$ cat config.mk
export PLATFORM = sky130hd
export DESIGN_NAME = fetch_top
export DESIGN_NICKNAME = d
export VERILOG_FILES = /design/src/axi_pkg.sv /design/src/fetch_pkg.sv /design/src/fetch_top.sv /design/src/ifu.sv /design/src/icache.sv
export SDC_FILE = /design/constraint.sdc
export NUM_CORES = 1
export LEC_CHECK = 0
export CAP_MARGIN = 20
export CORE_AREA = 2 2 364 222
export DETAILED_ROUTE_END_ITERATION = 8
export DIE_AREA = 0 0 366 224
export DONT_BUFFER_PORTS = 1
export PLACE_DENSITY = 0.65
export SLEW_MARGIN = 20
export SYNTH_ARGS = -nofsm -noshare
export SYNTH_HDL_FRONTEND = slang
export SYNTH_SLANG_ARGS = --single-unit
$ cat constraint.sdc
create_clock -name clk -period 9.49 [get_ports clk]
set_clock_uncertainty 0.2 [all_clocks]
set_input_delay 0.4745 -clock clk [delete_from_list [all_inputs] [get_ports clk]]
set_output_delay 0.4745 -clock clk [all_outputs]
set_load 0.005 [all_outputs]
$ cat src/axi_pkg.sv
`default_nettype none

// Read-channel types of the external instruction bus.
package axi_pkg;

    localparam int AXI_AW = 32;
    localparam int AXI_DW = 32;

    // Response code of a successful read.
    localparam logic [1:0] RESP_OKAY = 2'b00;

    // Read-address channel payload.
    typedef struct packed {
        logic [AXI_AW-1:0] addr;
    } axi_ar_t;

    // Read-data channel payload.
    typedef struct packed {
        logic [AXI_DW-1:0] data;
        logic [1:0]        resp;
    } axi_r_t;

endpackage

`default_nettype wire

$ cat src/fetch_pkg.sv
`default_nettype none

// Types seen on the core side of the fetch path.
package fetch_pkg;

    // Width of program addresses and instruction words.
    localparam int XLEN = 32;

    // What the decoder receives for one fetch.
    // The err bit is set when the bus answered with a non-OKAY response,
    // in which case inst carries whatever data the bus returned.
    typedef struct packed {
        logic [XLEN-1:0] inst;
        logic            err;
    } fetch_resp_t;

endpackage

`default_nettype wire
$ cat src/fetch_top.sv
`timescale 1ns/1ps
`default_nettype none

// Instruction-fetch front end: fetch control plus its instruction cache.
module fetch_top #(
    parameter int LINES = 16
) (
    input  logic                       clk,
    input  logic                       rst,
    input  logic [31:0]                pc,
    input  logic                       fetch_ready,
    output logic                       fetch_valid,
    output fetch_pkg::fetch_resp_t     fetch_resp,
    output axi_pkg::axi_ar_t           ar,
    output logic                       arvalid,
    input  logic                       arready,
    input  axi_pkg::axi_r_t            r,
    input  logic                       rvalid,
    output logic                       rready
);

    logic                       lookup;
    logic [fetch_pkg::XLEN-1:0] lookup_addr;
    logic                       hit;
    logic [fetch_pkg::XLEN-1:0] hit_data;
    logic                       miss;
    logic                       fill;
    logic [fetch_pkg::XLEN-1:0] fill_addr;
    logic [fetch_pkg::XLEN-1:0] fill_data;

    ifu u_ifu (
        .clk         (clk),
        .rst         (rst),
        .pc          (pc),
        .fetch_ready (fetch_ready),
        .fetch_valid (fetch_valid),
        .fetch_resp  (fetch_resp),
        .ar          (ar),
        .arvalid     (arvalid),
        .arready     (arready),
        .r           (r),
        .rvalid      (rvalid),
        .rready      (rready),
        .lookup      (lookup),
        .lookup_addr (lookup_addr),
        .hit         (hit),
        .hit_data    (hit_data),
        .miss        (miss),
        .fill        (fill),
        .fill_addr   (fill_addr),
        .fill_data   (fill_data)
    );

    icache #(
        .LINES (LINES)
    ) u_icache (
        .clk         (clk),
        .rst         (rst),
        .lookup      (lookup),
        .lookup_addr (lookup_addr),
        .hit         (hit),
        .hit_data    (hit_data),
        .miss        (miss),
        .fill        (fill),
        .fill_addr   (fill_addr),
        .fill_data   (fill_data)
    );

endmodule

`default_nettype wire

$ cat src/ifu.sv
`timescale 1ns/1ps
`default_nettype none

// Fetch control. Watches the PC, asks the cache, falls back to a single
// bus read on a miss and holds the result until the decoder takes it.
module ifu (
    input  logic                       clk,
    input  logic                       rst,
    input  logic [fetch_pkg::XLEN-1:0] pc,
    input  logic                       fetch_ready,
    output logic                       fetch_valid,
    output fetch_pkg::fetch_resp_t     fetch_resp,
    output axi_pkg::axi_ar_t           ar,
    output logic                       arvalid,
    input  logic                       arready,
    input  axi_pkg::axi_r_t            r,
    input  logic                       rvalid,
    output logic                       rready,
    output logic                       lookup,
    output logic [fetch_pkg::XLEN-1:0] lookup_addr,
    input  logic                       hit,
    input  logic [fetch_pkg::XLEN-1:0] hit_data,
    input  logic                       miss,
    output logic                       fill,
    output logic [fetch_pkg::XLEN-1:0] fill_addr,
    output logic [fetch_pkg::XLEN-1:0] fill_data
);

    typedef enum logic [2:0] {
        IDLE,
        LOOKUP,
        ADDR,
        DATA,
        HOLD
    } state_t;

    state_t                     state;
    logic [fetch_pkg::XLEN-1:0] last_pc;
    logic                       hit_take;
    logic                       r_take;
    logic                       r_okay;

    // The latched PC is the address of the fetch in flight. It only moves
    // in IDLE, so the bus address stays stable while arvalid is high.
    assign lookup_addr = last_pc;
    assign ar.addr     = last_pc;
    assign fill_addr   = last_pc;
    assign fill_data   = r.data;

    assign hit_take = (state == LOOKUP) && hit;
    assign r_take   = (state == DATA) && rvalid && rready;
    assign r_okay   = (r.resp == axi_pkg::RESP_OKAY);

    // Erroneous reads are passed on but never cached.
    assign fill = r_take && r_okay;

    // Hit path: lookup one cycle after the PC change is sampled, hit one
    // cycle later, fetch_valid the cycle after that.
    always_ff @(posedge clk or posedge rst) begin
        if (rst) begin
            state       <= IDLE;
            last_pc     <= '0;
            lookup      <= 1'b0;
            arvalid     <= 1'b0;
            rready      <= 1'b0;
            fetch_valid <= 1'b0;
        end else begin
            lookup <= 1'b0;
            case (state)
                IDLE: begin
                    if (pc != last_pc) begin
                        last_pc <= pc;
                        lookup  <= 1'b1;
                        state   <= LOOKUP;
                    end
                end
                LOOKUP: begin
                    if (hit_take) begin
                        fetch_valid <= 1'b1;
                        state       <= HOLD;
                    end else if (miss) begin
                        arvalid <= 1'b1;
                        state   <= ADDR;
                    end
                end
                ADDR: begin
                    // Data is only accepted once the address has gone out.
                    if (arready) begin
                        arvalid <= 1'b0;
                        rready  <= 1'b1;
                        state   <= DATA;
                    end
                end
                DATA: begin
                    if (r_take) begin
                        rready      <= 1'b0;
                        fetch_valid <= 1'b1;
                        state       <= HOLD;
                    end
                end
                HOLD: begin
                    // A PC change seen here is picked up again in IDLE.
                    if (fetch_ready) begin
                        fetch_valid <= 1'b0;
                        state       <= IDLE;
                    end
                end
                default: begin
                    state <= IDLE;
                end
            endcase
        end
    end

    // Result payload, loaded only when a fetch completes.
    always_ff @(posedge clk) begin
        if (hit_take) begin
            fetch_resp.inst <= hit_data;
            fetch_resp.err  <= 1'b0;
        end else if (r_take) begin
            fetch_resp.inst <= r.data;
            fetch_resp.err  <= !r_okay;
        end
    end

endmodule

`default_nettype wire

$ cat src/icache.sv
`timescale 1ns/1ps
`default_nettype none

// Direct-mapped instruction cache with one word per line.
// Lookups answer exactly one cycle later with a hit or a miss pulse.
module icache #(
    parameter int LINES = 16
) (
    input  logic                       clk,
    input  logic                       rst,
    input  logic                       lookup,
    input  logic [fetch_pkg::XLEN-1:0] lookup_addr,
    output logic                       hit,
    output logic [fetch_pkg::XLEN-1:0] hit_data,
    output logic                       miss,
    input  logic                       fill,
    input  logic [fetch_pkg::XLEN-1:0] fill_addr,
    input  logic [fetch_pkg::XLEN-1:0] fill_data
);

    // Bits 1:0 select a byte in the word and take no part in the index.
    localparam int IDX_W = $clog2(LINES);
    localparam int TAG_W = fetch_pkg::XLEN - IDX_W - 2;

    typedef struct packed {
        logic [TAG_W-1:0]           tag;
        logic [fetch_pkg::XLEN-1:0] word;
    } line_t;

    logic [LINES-1:0] valid;
    line_t            lines [LINES];

    logic [IDX_W-1:0] lk_idx;
    logic [TAG_W-1:0] lk_tag;
    logic [IDX_W-1:0] fl_idx;
    logic [TAG_W-1:0] fl_tag;
    logic             lk_match;

    assign lk_idx = lookup_addr[IDX_W+1:2];
    assign lk_tag = lookup_addr[fetch_pkg::XLEN-1:IDX_W+2];
    assign fl_idx = fill_addr[IDX_W+1:2];
    assign fl_tag = fill_addr[fetch_pkg::XLEN-1:IDX_W+2];

    assign lk_match = valid[lk_idx] && (lines[lk_idx].tag == lk_tag);

    // Control state: valid bits and the answer pulses.
    always_ff @(posedge clk or posedge rst) begin
        if (rst) begin
            valid <= '0;
            hit   <= 1'b0;
            miss  <= 1'b0;
        end else begin
            hit  <= lookup && lk_match;
            miss <= lookup && !lk_match;
            if (fill) begin
                valid[fl_idx] <= 1'b1;
            end
        end
    end

    // Storage. A fill simply overwrites the indexed line.
    always_ff @(posedge clk) begin
        if (fill) begin
            lines[fl_idx].tag  <= fl_tag;
            lines[fl_idx].word <= fill_data;
        end
        if (lookup) begin
            hit_data <= lines[lk_idx].word;
        end
    end

endmodule

`default_nettype wire

==> impl_results.md <==
- Post-CTS sizing: 0
- Synth async-reset ratio: 0.05429
- Root Buffer: clkbuf_16
- Worst Path Class, Setup: reg -> reg
- Mean Syn Cell Area: 22.67 sq um
- Multi-input gate area: 9031 sq um
- Fin crit share: 0.5098
- Power Density: 289.2 nW/um^2
- M2 GR Usage: 0.3408
- Syn Inst Count: 1793
- Clock transition at path regs: 60 ps
- Post-synthesis sequential area ratio: 0.7686
- LEAKAGE: around 15 nW
- Post-CTS setup buffer count: 0
- DRC: 0
- Finish-stage setup viols: 0
- Placer congestion estimate: between 0.8 and 0.9
- GR Util met1: 0.3493
- Max-slew violations: 0
- Yosys Warn Count: 0
- First-pass GRT wire length: 134.6 mm
- Yosys cell types: 55
- IO buf count: 0
- Post-synth EDFFs: 992
- Final setup TNS: 0 ps
- Longest Clk Path Bufs: 3
- Max-cap violations: 0
- Clock Latency Late Sink: 650 ps
- Yosys reg bits: ~1100
- Via count: about 19000
- Hold Buf Count CTS: between 60 and 70
- Placed insts: 2813
- Crit start category: flop
- Drt pass-1 iters: 5
- Busiest grt layer: met1
- Die H: 224 microns
- Final antenna-violating net count: 0
- Largest net degree at the start of global routing: about 110
- Data required, critical path: 9870 ps
- Total Nets Final: 1982
- Actual slew at the worst max-slew pin: 1120 ps
- Fmax: 0.2067 GHz
- Status: finished, final reports clean
- Num CTS Buffers: 93
- Unrepaired setup endpoints after global routing: no
- Wire length per cell: 30.30 microns
- Clk sink count: 1050
- Filler cell count: 5601
- Final cell count without fillers: about 3100
- Seq. cell area: 31250 sq um
- DP Wirelength: 48.42 mm
- Vias in the first global route: 19340
- Arr. time, crit path: 5220 ps
- R2R Setup Slk: between 4000 and 5000 ps
- Final wirelength: between 90 and 100 mm
- Crit path capture type: flop
- Cell area after synthesis: approximately 40000 sq um
- Die Area: about 80000 sq um
- Vias per cell: 6.256
- Cell Rows: 80
- Final Hold Fails: 0
- Ports: 139
- Fin crit period: 4838 ps
- Syn nets: 1864
- Initial antenna violation count: 3
- Area grow syn2layout: 12.51%
- DRT iter0 DRCs: 2107
- Remaining global-route overflow: 0
- Met3 global-route usage: 0.04622
- Final Util: 0.5812
- Initial Util: 0.5166
- Max-slew headroom: 0.2535
- Layout cell share with drive strength beyond 1: 0.2650
- Gr usage total: 0.2278
- Core area: 78680 sq um
- Clock tree from TritonCTS: built
- Max rail drop VDD: 0.0002302 V
- Ys flop type: edfxtp_1
- # H-tree levels: 3
- Worst-path fanout max: 43
- Die W: between 300 and 400 microns
- Worst Hold Class: in -> reg
==> worst max-delay path: stages (launching register included) <==
cell and delay (ps):
dfrtp_4 900, buf_4 690, buf_4 800, mux4_2 610, a222oi_1 370, a31oi_1 130
or4b_1 520, a22oi_1 230, and4_1 240
==> report_power, final <==
part	switching (mW)	internal [mW]	total (mW)
Combinational	1.63	1.61	3.25
Clock	1.64	2.11	3.75
Sequential	0.591	5.64	6.23
==> state kept, by name, summed over array words and instances (netlist names) <==
signal and cells:
u_ifu.state 3, u_ifu.arvalid 1, u_icache.valid 16, u_icache.miss 1, u_ifu.rready 1, u_ifu.lookup 1, u_icache.lines 928, u_ifu.fetch_valid 1
u_ifu.ar 32, u_icache.hit_data 32, u_icache.hit 1, u_ifu.fetch_resp 33
==> synth_stat cells, types with 2 or more instances <==
master | n | share of area
dfrtp_1 | 57 | 0.035
a21oi_1 | 8 | 0.00099
nor4_1 | 9 | 0.0014
o311ai_0 | 2 | 0.00043
or2_2 | 18 | 0.0028
nand4_1 | 4 | 0.00062
and3_1 | 4 | 0.00062
inv_1 | 12 | 0.0011
o211ai_1 | 6 | 0.0011
o22ai_1 | 7 | 0.0011
a22oi_1 | 7 | 0.0013
mux2i_1 | 67 | 0.017
buf_1 | 12 | 0.0011
a22o_1 | 32 | 0.0069
buf_2 | 36 | 0.0044
nor2b_1 | 5 | 0.00077
a211oi_1 | 3 | 0.00055
mux2_2 | 44 | 0.012
nand3b_1 | 2 | 0.00037
buf_4 | 6 | 0.0011
o21ai_0 | 4 | 0.00049
nand2b_1 | 4 | 0.00062
clkbuf_1 | 31 | 0.0029
o32a_1 | 2 | 0.00049
a31oi_1 | 5 | 0.00077
nor2_1 | 35 | 0.0032
mux4_2 | 254 | 0.14
mux4_1 | 8 | 0.0052
nor3_1 | 7 | 0.00086
o32ai_1 | 2 | 0.00043
nand3_1 | 6 | 0.00074
nand2_1 | 22 | 0.0020
buf_6 | 4 | 0.0011
o21bai_1 | 2 | 0.00037
xnor2_1 | 15 | 0.0032
xor2_1 | 41 | 0.0088
edfxtp_1 | 992 | 0.73
==> layout make-up <==
class                           instances  area share
Sequential cell                      1050      0.6835
Antenna cell                            1  0.00005473
Timing Repair Buffer                  113     0.02288
Tap cell                             1066     0.02917
Clock inverter                         56     0.01147
Inverter                               13    0.001122
Multi-Input combinational cell        640      0.1975
Clock buffer                          113     0.05434
==> cells by family (layout without fill, tap and decap cells) <==
| family | after synthesis | in the layout | share of synthesized area |
|---|---|---|---|
| AOI/OAI and AO/OA | 88 | 88 | 0.01672 |
| other | 0 | 1 | 0 |
| xor gates and xnor gates | 56 | 56 | 0.01207 |
| and+or+nand+nor | 123 | 123 | 0.01570 |
| buffers and inverters | 103 | 295 | 0.01231 |
| muxes | 373 | 373 | 0.1746 |
| DFF | 1050 | 1050 | 0.7686 |
==> cell usage in the layout (no fill, tap or decap), types with 5 or more instances in the layout <==
cell,Yosys,routed
clkinv_1,0,17
nor2_4,0,16
clkinv_2,0,22
edfxtp_1,992,992
nand2_1,22,22
mux2i_1,67,67
dfrtp_1,57,52
nor2_1,35,19
o211ai_1,6,6
clkbuf_1,31,14
xnor2_1,15,15
buf_4,6,42
clkbuf_16,0,95
a22oi_1,7,7
inv_1,12,11
xor2_1,41,41
dlygate4sd3_1,0,69
nor3_1,7,6
mux4_1,8,8
bufinv_16,0,9
nor2b_1,5,5
or2_2,18,18
a22o_1,32,32
a21oi_1,8,8
mux2_2,44,44
nand3_1,6,6
mux4_2,254,254
o22ai_1,7,7
nor4_1,9,9
a31oi_1,5,5
==> worst paths after layout <==
kind                                                from                               end  depth (start not counted)
min                                                 r[0]  u_ifu.fetch_resp[0]$_SDFFE_PP0N_                          3
max reg2reg                      u_ifu.ar[2]$_DFFE_PP0P_            u_icache.hit$_DFF_PP0_                          8
max in group asynchronous                            rst           u_ifu.ar[2]$_DFFE_PP0P_                          3
min in group asynchronous                            rst        u_ifu.state[2]$_DFFE_PP0P_                          3
max                              u_ifu.ar[2]$_DFFE_PP0P_            u_icache.hit$_DFF_PP0_                          8
min reg2reg                u_icache.valid[6]$_DFFE_PP0P_     u_icache.valid[6]$_DFFE_PP0P_                          1
==> stage by stage <==
stage / worst slack (ps) / hold WS, ps / power (mW) / area [sq um]
after floorplan: 4452 / 233.7 / 8.537 / 40640
after CTS: 4571 / 20.98 / 13.34 / 45720
final: 4652 / 53.75 / 13.22 / 45730
after global placement: 4617 / 4.128 / 9.506 / 42020
after global routing: 4221 / 39.58 / 13.77 / 45720
after detailed placement: 4597 / 7.549 / 9.561 / 42020
==> routing by layer <==
metal,share of wire,vias to the layer above
met4,0.019,6
li1,-,7803
met5,0.00039,-
met3,0.070,137
met1,0.45,10400
met2,0.46,751
Note: power is estimated with default switching activity, not from simulation.
